$ cat src/rtl/rv_core_consts.svh
`ifndef RV_CORE_CONSTS_SVH
`define RV_CORE_CONSTS_SVH

// Datapath and instruction width
`define RV_XLEN 32

// Register index width, 32 architectural registers
`define RV_REG_ADDR_W 5

// Input FIFO entries, equal to the producer credits after reset
`define RV_IN_DEPTH 4

// Output credit counter width
`define RV_OUT_CREDITS_W 3

// Major opcode encodings of the supported classes
`define RV_OPC_OP     7'b0110011
`define RV_OPC_OP_IMM 7'b0010011
`define RV_OPC_LUI    7'b0110111

`endif
$ cat src/rtl/rv_core_pkg.sv
`include "rv_core_consts.svh"

package rv_core_pkg;

    // Supported major opcodes, anything else decodes as illegal
    typedef enum logic [6:0] {
        OPC_OP      = `RV_OPC_OP,
        OPC_OP_IMM  = `RV_OPC_OP_IMM,
        OPC_LUI     = `RV_OPC_LUI,
        OPC_ILLEGAL = 7'b0000000
    } opcode_e;

    // ALU operations, PASS_B forwards operand B for LUI
    typedef enum logic [3:0] {
        ADD    = 4'd0,
        SUB    = 4'd1,
        SLL    = 4'd2,
        SLT    = 4'd3,
        SLTU   = 4'd4,
        XOR    = 4'd5,
        SRL    = 4'd6,
        SRA    = 4'd7,
        OR     = 4'd8,
        AND    = 4'd9,
        PASS_B = 4'd10
    } alu_op_e;

    // Decode stage item
    typedef struct packed {
        logic                       valid;
        logic [`RV_REG_ADDR_W-1:0]  rd;
        logic [`RV_REG_ADDR_W-1:0]  rs1;
        logic [`RV_REG_ADDR_W-1:0]  rs2;
        alu_op_e                    alu_op;
        // Operand B from the immediate instead of rs2
        logic                       imm_sel;
        logic [`RV_XLEN-1:0]        imm;
        logic [`RV_XLEN-1:0]        rs1_data;
        logic [`RV_XLEN-1:0]        rs2_data;
        logic                       rd_wr;
        logic                       illegal;
    } dec_t;

    // Execute stage item
    typedef struct packed {
        logic                       valid;
        logic [`RV_REG_ADDR_W-1:0]  rd;
        logic                       rd_wr;
        logic                       illegal;
        logic [`RV_XLEN-1:0]        value;
    } ex_t;

    // Result record on the output port
    typedef struct packed {
        logic [`RV_REG_ADDR_W-1:0]  rd;
        logic [`RV_XLEN-1:0]        value;
        logic                       illegal;
    } res_t;

endpackage

$ cat src/rtl/rv_core.sv
`timescale 1ns/1ns
`include "rv_core_consts.svh"

module rv_core (
    input  logic                 i_clk,
    input  logic                 i_rstn,
    input  logic                 i_insn_vld,
    input  logic [`RV_XLEN-1:0]  i_insn,
    output logic                 o_in_credit,
    input  logic                 i_res_credit,
    output logic                 o_res_vld,
    output rv_core_pkg::res_t    o_res
);

    import rv_core_pkg::*;

    logic [`RV_REG_ADDR_W-1:0] rs1_addr;
    logic [`RV_REG_ADDR_W-1:0] rs2_addr;
    logic [`RV_XLEN-1:0]       rs1_data;
    logic [`RV_XLEN-1:0]       rs2_data;
    logic                      wr_en;
    logic [`RV_REG_ADDR_W-1:0] wr_addr;
    logic [`RV_XLEN-1:0]       wr_data;
    logic                      stall_req;
    logic                      stall;
    dec_t                      dec_item;
    ex_t                       ex_item;
    ex_t                       res_item;

    // Output back-pressure is the only stall source
    assign stall = stall_req;

    rv_regfile rv_regfile_inst (
        .i_clk      (i_clk),
        .i_rstn     (i_rstn),
        .i_rs1_addr (rs1_addr),
        .i_rs2_addr (rs2_addr),
        .i_wr_en    (wr_en),
        .i_wr_addr  (wr_addr),
        .i_wr_data  (wr_data),
        .o_rs1_data (rs1_data),
        .o_rs2_data (rs2_data)
    );

    rv_decode rv_decode_inst (
        .i_clk       (i_clk),
        .i_rstn      (i_rstn),
        .i_insn_vld  (i_insn_vld),
        .i_insn      (i_insn),
        .i_stall     (stall),
        .i_rs1_data  (rs1_data),
        .i_rs2_data  (rs2_data),
        .o_rs1_addr  (rs1_addr),
        .o_rs2_addr  (rs2_addr),
        .o_in_credit (o_in_credit),
        .o_dec       (dec_item)
    );

    rv_execute rv_execute_inst (
        .i_clk     (i_clk),
        .i_rstn    (i_rstn),
        .i_stall   (stall),
        .i_dec     (dec_item),
        .i_res_fwd (res_item),
        .o_ex      (ex_item)
    );

    rv_result rv_result_inst (
        .i_clk        (i_clk),
        .i_rstn       (i_rstn),
        .i_stall      (stall),
        .i_ex         (ex_item),
        .i_res_credit (i_res_credit),
        .o_res_vld    (o_res_vld),
        .o_res        (o_res),
        .o_cur        (res_item),
        .o_wr_en      (wr_en),
        .o_wr_addr    (wr_addr),
        .o_wr_data    (wr_data),
        .o_stall_req  (stall_req)
    );

endmodule

$ cat src/rtl/rv_result.sv
`timescale 1ns/1ns
`include "rv_core_consts.svh"

module rv_result (
    input  logic                      i_clk,
    input  logic                      i_rstn,
    input  logic                      i_stall,
    input  rv_core_pkg::ex_t          i_ex,
    input  logic                      i_res_credit,
    output logic                      o_res_vld,
    output rv_core_pkg::res_t         o_res,
    output rv_core_pkg::ex_t          o_cur,
    output logic                      o_wr_en,
    output logic [`RV_REG_ADDR_W-1:0] o_wr_addr,
    output logic [`RV_XLEN-1:0]       o_wr_data,
    output logic                      o_stall_req
);

    import rv_core_pkg::*;

    logic [`RV_OUT_CREDITS_W-1:0] credits;
    logic                         has_credit;
    logic                         emit;

    assign has_credit = (credits != '0);
    assign emit       = o_cur.valid && has_credit;

    // Held item with nothing to spend stalls the whole pipe
    assign o_stall_req = o_cur.valid && !has_credit;

    // Emitting implies no stall, so the next item replaces the one that left
    always_ff @(posedge i_clk or negedge i_rstn) begin
        if (!i_rstn) begin
            o_cur <= '0;
        end else if (!i_stall) begin
            o_cur <= i_ex;
        end
    end

    // One credit per consumer pulse, one spent per result
    always_ff @(posedge i_clk or negedge i_rstn) begin
        if (!i_rstn) begin
            credits <= '0;
        end else begin
            credits <= credits + i_res_credit - emit;
        end
    end

    assign o_res_vld     = emit;
    assign o_res.rd      = o_cur.rd;
    assign o_res.value   = o_cur.value;
    assign o_res.illegal = o_cur.illegal;

    // Write-back happens in the same cycle the result leaves
    assign o_wr_en   = emit && o_cur.rd_wr;
    assign o_wr_addr = o_cur.rd;
    assign o_wr_data = o_cur.value;

endmodule

$ cat src/rtl/rv_execute.sv
`timescale 1ns/1ns
`include "rv_core_consts.svh"

module rv_execute (
    input  logic                i_clk,
    input  logic                i_rstn,
    input  logic                i_stall,
    input  rv_core_pkg::dec_t   i_dec,
    input  rv_core_pkg::ex_t    i_res_fwd,
    output rv_core_pkg::ex_t    o_ex
);

    import rv_core_pkg::*;

    logic [`RV_XLEN-1:0] rs1_val;
    logic [`RV_XLEN-1:0] rs2_val;
    logic [`RV_XLEN-1:0] op_b;
    logic [`RV_XLEN-1:0] alu_result;

    // True when an older item will write the source register
    function automatic logic fwd_hit(input ex_t item, input logic [`RV_REG_ADDR_W-1:0] src);
        return item.valid && item.rd_wr && (item.rd != '0) && (item.rd == src);
    endfunction

    // Youngest producer wins, then the result stage, then the register file read
    function automatic logic [`RV_XLEN-1:0] fwd_src(
        input logic [`RV_REG_ADDR_W-1:0] src,
        input logic [`RV_XLEN-1:0]       rf_data,
        input ex_t                       ex_item,
        input ex_t                       res_item
    );
        logic [`RV_XLEN-1:0] val;
        if (fwd_hit(ex_item, src)) begin
            val = ex_item.value;
        end else if (fwd_hit(res_item, src)) begin
            val = res_item.value;
        end else begin
            val = rf_data;
        end
        return val;
    endfunction

    assign rs1_val = fwd_src(i_dec.rs1, i_dec.rs1_data, o_ex, i_res_fwd);
    assign rs2_val = fwd_src(i_dec.rs2, i_dec.rs2_data, o_ex, i_res_fwd);
    assign op_b    = i_dec.imm_sel ? i_dec.imm : rs2_val;

    rv_alu rv_alu_inst (
        .i_op_a   (rs1_val),
        .i_op_b   (op_b),
        .i_alu_op (i_dec.alu_op),
        .o_result (alu_result)
    );

    always_ff @(posedge i_clk or negedge i_rstn) begin
        if (!i_rstn) begin
            o_ex <= '0;
        end else if (!i_stall) begin
            o_ex.valid   <= i_dec.valid;
            o_ex.rd      <= i_dec.rd;
            o_ex.rd_wr   <= i_dec.rd_wr;
            o_ex.illegal <= i_dec.illegal;
            // Illegal items report a zero value
            o_ex.value   <= i_dec.illegal ? '0 : alu_result;
        end
    end

endmodule

$ cat src/rtl/rv_decode.sv
`timescale 1ns/1ns
`include "rv_core_consts.svh"

module rv_decode (
    input  logic                      i_clk,
    input  logic                      i_rstn,
    input  logic                      i_insn_vld,
    input  logic [`RV_XLEN-1:0]       i_insn,
    input  logic                      i_stall,
    input  logic [`RV_XLEN-1:0]       i_rs1_data,
    input  logic [`RV_XLEN-1:0]       i_rs2_data,
    output logic [`RV_REG_ADDR_W-1:0] o_rs1_addr,
    output logic [`RV_REG_ADDR_W-1:0] o_rs2_addr,
    output logic                      o_in_credit,
    output rv_core_pkg::dec_t         o_dec
);

    import rv_core_pkg::*;

    localparam int PTR_W = $clog2(`RV_IN_DEPTH);

    logic [`RV_XLEN-1:0] fifo_mem [`RV_IN_DEPTH];
    logic [PTR_W-1:0]    wr_ptr;
    logic [PTR_W-1:0]    rd_ptr;
    logic [PTR_W:0]      count;
    logic                pop;
    logic [`RV_XLEN-1:0] head;
    logic [2:0]          funct3;
    logic [6:0]          funct7;
    logic                f7_zero;
    logic                f7_alt;
    dec_t                dec_d;

    // Base operation from funct3, alt selects SUB or SRA
    function automatic alu_op_e funct3_op(input logic [2:0] f3, input logic alt);
        alu_op_e op;
        case (f3)
            3'b000:  op = alt ? SUB : ADD;
            3'b001:  op = SLL;
            3'b010:  op = SLT;
            3'b011:  op = SLTU;
            3'b100:  op = XOR;
            3'b101:  op = alt ? SRA : SRL;
            3'b110:  op = OR;
            default: op = AND;
        endcase
        return op;
    endfunction

    // The producer never writes into a full FIFO, its credits forbid it
    assign pop = !i_stall && (count != '0);

    always_ff @(posedge i_clk) begin
        if (i_insn_vld) begin
            fifo_mem[wr_ptr] <= i_insn;
        end
    end

    always_ff @(posedge i_clk or negedge i_rstn) begin
        if (!i_rstn) begin
            wr_ptr      <= '0;
            rd_ptr      <= '0;
            count       <= '0;
            o_in_credit <= 1'b0;
        end else begin
            if (i_insn_vld) begin
                wr_ptr <= wr_ptr + 1'b1;
            end
            if (pop) begin
                rd_ptr <= rd_ptr + 1'b1;
            end
            count       <= count + i_insn_vld - pop;
            o_in_credit <= pop;
        end
    end

    assign head       = fifo_mem[rd_ptr];
    assign funct3     = head[14:12];
    assign funct7     = head[31:25];
    assign f7_zero    = (funct7 == 7'h00);
    assign f7_alt     = (funct7 == 7'h20);
    assign o_rs1_addr = head[19:15];
    assign o_rs2_addr = head[24:20];

    always_comb begin
        dec_d          = '0;
        dec_d.valid    = pop;
        dec_d.rd       = head[11:7];
        dec_d.rs1      = head[19:15];
        dec_d.rs2      = head[24:20];
        dec_d.rs1_data = i_rs1_data;
        dec_d.rs2_data = i_rs2_data;
        dec_d.alu_op   = ADD;
        dec_d.imm      = {{20{head[31]}}, head[31:20]};
        dec_d.rd_wr    = 1'b1;
        case (opcode_e'(head[6:0]))
            OPC_OP: begin
                dec_d.alu_op  = funct3_op(funct3, f7_alt);
                dec_d.illegal = !(f7_zero ||
                                  (f7_alt && (funct3 == 3'b000 || funct3 == 3'b101)));
            end
            OPC_OP_IMM: begin
                dec_d.imm_sel = 1'b1;
                dec_d.alu_op  = funct3_op(funct3, f7_alt && (funct3 == 3'b101));
                // Shift immediates carry funct7 in the upper bits
                if (funct3 == 3'b001) begin
                    dec_d.illegal = !f7_zero;
                end else if (funct3 == 3'b101) begin
                    dec_d.illegal = !(f7_zero || f7_alt);
                end
            end
            OPC_LUI: begin
                dec_d.imm_sel = 1'b1;
                dec_d.alu_op  = PASS_B;
                dec_d.imm     = {head[31:12], 12'b0};
            end
            default: begin
                dec_d.illegal = 1'b1;
            end
        endcase
        if (dec_d.illegal) begin
            dec_d.rd_wr = 1'b0;
        end
    end

    always_ff @(posedge i_clk or negedge i_rstn) begin
        if (!i_rstn) begin
            o_dec <= '0;
        end else if (!i_stall) begin
            o_dec <= dec_d;
        end
    end

endmodule

$ cat src/rtl/rv_alu.sv
`timescale 1ns/1ns
`include "rv_core_consts.svh"

module rv_alu (
    input  logic [`RV_XLEN-1:0]    i_op_a,
    input  logic [`RV_XLEN-1:0]    i_op_b,
    input  rv_core_pkg::alu_op_e   i_alu_op,
    output logic [`RV_XLEN-1:0]    o_result
);

    import rv_core_pkg::*;

    logic [4:0] shamt;

    // Only the low five bits shift
    assign shamt = i_op_b[4:0];

    always_comb begin
        case (i_alu_op)
            ADD: begin
                o_result = i_op_a + i_op_b;
            end
            SUB: begin
                o_result = i_op_a - i_op_b;
            end
            SLL: begin
                o_result = i_op_a << shamt;
            end
            SLT: begin
                o_result = {31'b0, $signed(i_op_a) < $signed(i_op_b)};
            end
            SLTU: begin
                o_result = {31'b0, i_op_a < i_op_b};
            end
            XOR: begin
                o_result = i_op_a ^ i_op_b;
            end
            SRL: begin
                o_result = i_op_a >> shamt;
            end
            SRA: begin
                o_result = $unsigned($signed(i_op_a) >>> shamt);
            end
            OR: begin
                o_result = i_op_a | i_op_b;
            end
            AND: begin
                o_result = i_op_a & i_op_b;
            end
            PASS_B: begin
                o_result = i_op_b;
            end
            default: begin
                o_result = '0;
            end
        endcase
    end

endmodule

$ cat src/rtl/rv_regfile.sv
`timescale 1ns/1ns
`include "rv_core_consts.svh"

module rv_regfile (
    input  logic                      i_clk,
    input  logic                      i_rstn,
    input  logic [`RV_REG_ADDR_W-1:0] i_rs1_addr,
    input  logic [`RV_REG_ADDR_W-1:0] i_rs2_addr,
    input  logic                      i_wr_en,
    input  logic [`RV_REG_ADDR_W-1:0] i_wr_addr,
    input  logic [`RV_XLEN-1:0]       i_wr_data,
    output logic [`RV_XLEN-1:0]       o_rs1_data,
    output logic [`RV_XLEN-1:0]       o_rs2_data
);

    localparam int NUM_REGS = 2 ** `RV_REG_ADDR_W;

    logic [`RV_XLEN-1:0] regs [NUM_REGS];

    // x0 is never written
    always_ff @(posedge i_clk or negedge i_rstn) begin
        if (!i_rstn) begin
            for (int i = 0; i < NUM_REGS; i++) begin
                regs[i] <= '0;
            end
        end else if (i_wr_en && (i_wr_addr != '0)) begin
            regs[i_wr_addr] <= i_wr_data;
        end
    end

    // Same-cycle write is bypassed onto the read ports
    always_comb begin
        if (i_rs1_addr == '0) begin
            o_rs1_data = '0;
        end else if (i_wr_en && (i_wr_addr == i_rs1_addr)) begin
            o_rs1_data = i_wr_data;
        end else begin
            o_rs1_data = regs[i_rs1_addr];
        end
        if (i_rs2_addr == '0) begin
            o_rs2_data = '0;
        end else if (i_wr_en && (i_wr_addr == i_rs2_addr)) begin
            o_rs2_data = i_wr_data;
        end else begin
            o_rs2_data = regs[i_rs2_addr];
        end
    end

endmodule

$ cat config.mk
export PLATFORM = sky130hd
export DESIGN_NAME = rv_core
export DESIGN_NICKNAME = d
export VERILOG_FILES = /design/src/rtl/rv_core_pkg.sv /design/src/rtl/rv_core.sv /design/src/rtl/rv_result.sv /design/src/rtl/rv_execute.sv /design/src/rtl/rv_decode.sv /design/src/rtl/rv_alu.sv /design/src/rtl/rv_regfile.sv
export VERILOG_INCLUDE_DIRS = /design/src /design/src/rtl
export SDC_FILE = /design/constraint.sdc
export NUM_CORES = 2
export LEC_CHECK = 0
export BUFFER_PORTS_ARGS = -buffer_cell sky130_fd_sc_hd__buf_2
export CAP_MARGIN = 20
export CORE_MARGIN = 10
export CORE_UTILIZATION = 35
export CTS_BUF_LIST = sky130_fd_sc_hd__clkbuf_2
export DETAILED_ROUTE_END_ITERATION = 10
export SYNTH_ARGS = -nofsm -noshare
export SYNTH_HDL_FRONTEND = slang
export SYNTH_SLANG_ARGS = --single-unit
$ cat constraint.sdc
create_clock -name i_clk -period 4.7 [get_ports i_clk]
set_input_delay 0.47 -clock i_clk [delete_from_list [all_inputs] [get_ports i_clk]]
set_output_delay 0.47 -clock i_clk [all_outputs]
set_load 0.03 [all_outputs]
==> qor.log <==
INFO  timing         setup_viol=2
INFO  synth          yosysWarnings=0
INFO  route          initialDrtViolationCount=9015
INFO  worst_setup_path critPathRequiredTime=6580ps
INFO  timing         finalClockSkew=294ps
INFO  floorplanning  boundaryPins=76
INFO  global_routing grt_max_degree=143
INFO  global_routing grt_use_total=27.1%
INFO  worst_setup_path worstSetupPathType=reg -> reg
INFO  finish         final_cell_area=93900um^2
INFO  route          post_drt_via_cell_ratio=6.13
INFO  timing         report.final.hold_viol_count=0
INFO  clock_tree     clk_latency=1960ps
INFO  timing         timing.max_slew.rel_slack=14.6%
INFO  run_status     failed_checks=negative setup slack
INFO  floorplanning  floorplan.die_area=250000um^2
INFO  worst_setup_path start_kind=flop
INFO  route          num_vias=71082
INFO  clock_tree     cts_made_buffers=371
INFO  global_routing grt_antenna_before_repair=19
INFO  route          totalWireLength=352000um
INFO  route          drt_pass1_iterations=6
INFO  global_routing grt.overflow.total=0
INFO  route          wl_per_cell=30.3um
INFO  worst_setup_path critical_path.max_fanout=4
INFO  pwr            power.total=67.1mW
INFO  placed_design  io_buffer_count=75
INFO  global_routing grt_pass1_vias=70411
INFO  global_routing grt_first_pass_wirelength=503000um
INFO  run_status     result_of_the_run=finished, violations left
INFO  placed_design  dp_hpwl=233000um
INFO  floorplanning  core=229000um^2
INFO  synth          ys_async_sr_fraction=90.6%
INFO  clock_tree     clock_tree_from_tritoncts=built
INFO  timing         worst_slack=-30.7ps
INFO  synth          area_of_the_mapped_netlist=80500um^2
INFO  worst_setup_path crit_arrival=6610ps
INFO  clock_tree     htreeDepth=5
INFO  route          drt.antenna.violating_nets=0
INFO  pwr            pwr_density_cell=714nW/um^2
INFO  synth          post_synth_inst_count=7730
INFO  placed_design  place_inst=10850
INFO  floorplanning  core.rowCount=176
INFO  finish         layout.nets=8471
INFO  clock_tree     worst_setup_hold_path_clk_slew=100ps
INFO  run            drv.max_cap_violation_count=0
INFO  synth          syn-num-nets=7882
INFO  floorplanning  initial_utilization=35.1%
INFO  synth          synth.lib_cells_used.distinct=109
INFO  timing         worst_slew_pin_slew=1280ps
INFO  pwr            vdd_ir_drop_max=0.407mV
INFO  synth          yosys_register_bits=1362
INFO  finish         layout.cells.most_common_list=1418 x sky130_fd_sc_hd__nand2_1, 1229 x sky130_fd_sc_hd__dfrtp_1, 979 x sky130_fd_sc_hd__mux2_2
INFO  timing         final_cycle_share=101%
INFO  placed_design  placement.cell_area=89000um^2
INFO  finish         finalNonFillerCells=11599
INFO  worst_setup_path critical_path.endpoint_type=flop
INFO  timing         min_period=4730ps
INFO  timing         report.final.slew_viol_count=0
INFO  timing         fin_tns_setup=-35.5ps
INFO  finish         final_common_cell=sky130_fd_sc_hd__nand2_1
INFO  placed_design  globalplace.congestion=1.04
INFO  timing         rsz0062_at_grt=true
INFO  floorplanning  dieWidth=500um
INFO  finish         layout-drive-gt1-share=35.0%
INFO  synth          synth_area_per_cell=10.4um^2
INFO  finish         finish.utilization=40.9%
INFO  synth          portion_of_the_post_synthesis_area_used_by_sequential_elements=43.1%
INFO  synth          yosys_most_used_dff=sky130_fd_sc_hd__dfrtp_1
INFO  route          post-route-drc-count=0
INFO  clock_tree     cts_sinks=1362
INFO  timing         fmax=0.211GHz
INFO  synth          synth_enable_flop_cells=128
INFO  clock_tree     cts_root_buf=sky130_fd_sc_hd__clkbuf_2
INFO  pwr            p_leak=41.3nW
INFO  finish         areaGrowthSynthToFinish=16.6%
INFO  floorplanning  die_height=500um
INFO  min_path       worst_hold_path_type=reg -> reg
INFO  clock_tree     clockBufferDepth=4
-- cells by family (layout without fill, tap and decap cells) --
logic type	after synthesis	in the layout	synth area share, %
xor gates and xnor gates	51	51	0.564
muxes	1361	1361	23.5
AOI/OAI and AO/OA	1545	1545	13.2
DFF	1362	1362	43.1
and+or+nand+nor	2385	2386	13.0
other	0	9	0
buffers and inverters	910	1743	4.75
adders and majority gates	116	116	1.84
-- synth_stat cells (49+ instances only) --
library cell	instances	share of area (%)
sky130_fd_sc_hd__buf_4	51	0.48
sky130_fd_sc_hd__clkbuf_1	530	2.5
sky130_fd_sc_hd__nand2_1	1444	6.7
sky130_fd_sc_hd__a31oi_1	272	2.1
sky130_fd_sc_hd__nand3_1	345	2.1
sky130_fd_sc_hd__ha_1	112	1.7
sky130_fd_sc_hd__mux2i_1	53	0.66
sky130_fd_sc_hd__nor2_1	204	0.95
sky130_fd_sc_hd__buf_2	111	0.69
sky130_fd_sc_hd__o21ai_0	278	1.7
sky130_fd_sc_hd__a21oi_1	174	1.1
sky130_fd_sc_hd__a211oi_1	173	1.6
sky130_fd_sc_hd__inv_1	97	0.45
sky130_fd_sc_hd__o21ai_1	49	0.30
sky130_fd_sc_hd__a22o_1	67	0.73
sky130_fd_sc_hd__and2_1	135	1.0
sky130_fd_sc_hd__mux4_2	326	9.1
sky130_fd_sc_hd__buf_1	101	0.47
sky130_fd_sc_hd__dfrtp_1	1234	38
sky130_fd_sc_hd__mux2_2	982	14
sky130_fd_sc_hd__nor3_1	83	0.52
sky130_fd_sc_hd__edfxtp_1	128	4.8
sky130_fd_sc_hd__o2111ai_1	121	1.3
-- final cells by class --
class / instances / area [um^2]
clock inverters: 102 / 592
inverters: 107 / 404
repair buffers: 1018 / 8850
multi-input cells: 5459 / 42900
well taps: 3026 / 3790
flip-flops and latches: 1362 / 34700
clock buffers: 516 / 2580
diodes: 9 / 22.5
fillers: 22184 / 136000
-- routing by layer --
layer / global-route usage (%) / share of wire, %
met5: 0 / 0.026
met4: 16.4 / 6.9
met3: 6.41 / 9.5
met2: 41.4 / 44
met1: 34.9 / 39
-- final timing paths --
path / startpoint / end / slack [ps] / cells after the start
worst max-delay path: rv_execute_inst.o_ex[37]$_DFFE_PN0N_ / rv_execute_inst.o_ex[30]$_DFFE_PN0N_ / -30 / 19
worst min register to register: rv_regfile_inst.regs[1023]$_DFFE_PN0P_ / rv_regfile_inst.regs[1023]$_DFFE_PN0P_ / 410 / 0
max in group asynchronous: i_rstn / rv_decode_inst.o_dec[66]$_DFFE_PN0N_ / 2790 / 6
worst min-delay path: rv_regfile_inst.regs[1023]$_DFFE_PN0P_ / rv_regfile_inst.regs[1023]$_DFFE_PN0P_ / 410 / 0
worst max register to register: rv_execute_inst.o_ex[37]$_DFFE_PN0N_ / rv_execute_inst.o_ex[30]$_DFFE_PN0N_ / -30 / 19
min in group asynchronous: i_rstn / rv_regfile_inst.regs[960]$_DFFE_PN0P_ / 420 / 5
-- flip-flops by register name (all words and copies together), names as in the netlist --
name and flops:
rv_decode_inst.wr_ptr 2, rv_result_inst.o_wr_addr 5, rv_decode_inst.o_dec 119, rv_regfile_inst.regs 1024, rv_decode_inst.fifo_mem 128, rv_result_inst.o_cur 3, rv_decode_inst.count 3, rv_decode_inst.o_in_credit 1
rv_result_inst.credits 3, rv_decode_inst.rd_ptr 2, rv_result_inst.o_wr_data 32, rv_execute_inst.o_ex 40
-- power by group --
part	leakage, nW	internal (mW)	switching [mW]
logic	20.7	15.1	27.1
registers	18.1	14.0	2.22
clock network	2.44	3.32	5.23
-- repair_timing --
action	CTS	global route
endpoints found under the hold margin	1498	0
pin swaps	5	42
gates cloned	0	1
setup endpoints to repair	12	24
hold buffers	108	0
buffers inserted	4	8
gates resized for setup	10	97
-- worst max-delay path: stages, from the launching register on --
cell and delay (ps):
sky130_fd_sc_hd__dfrtp_1 420, sky130_fd_sc_hd__or4_4 580, sky130_fd_sc_hd__buf_6 140, sky130_fd_sc_hd__o211ai_4 250
sky130_fd_sc_hd__or2_4 190, sky130_fd_sc_hd__a31o_4 170, sky130_fd_sc_hd__nand2_4 80, sky130_fd_sc_hd__ha_4 190
sky130_fd_sc_hd__fa_2 350, sky130_fd_sc_hd__nor2b_2 140, sky130_fd_sc_hd__o211ai_1 170, sky130_fd_sc_hd__a2111o_1 570
sky130_fd_sc_hd__a21o_4 300, sky130_fd_sc_hd__a2111oi_4 280, sky130_fd_sc_hd__buf_4 210, sky130_fd_sc_hd__nor2_4 40
sky130_fd_sc_hd__a31o_4 250, sky130_fd_sc_hd__xnor2_2 150, sky130_fd_sc_hd__nand2_1 70, sky130_fd_sc_hd__a32oi_1 200
-- per-stage QoR --
stage / setup WS, ps / hold slack [ps]
after floorplan: 3.08 / 174
after global placement: -290 / 380
after detailed placement: -248 / 388
after CTS: 3.79 / 140
after global routing: -142 / 315
final: -30.7 / 407
Power figures use the tool's default switching activity.
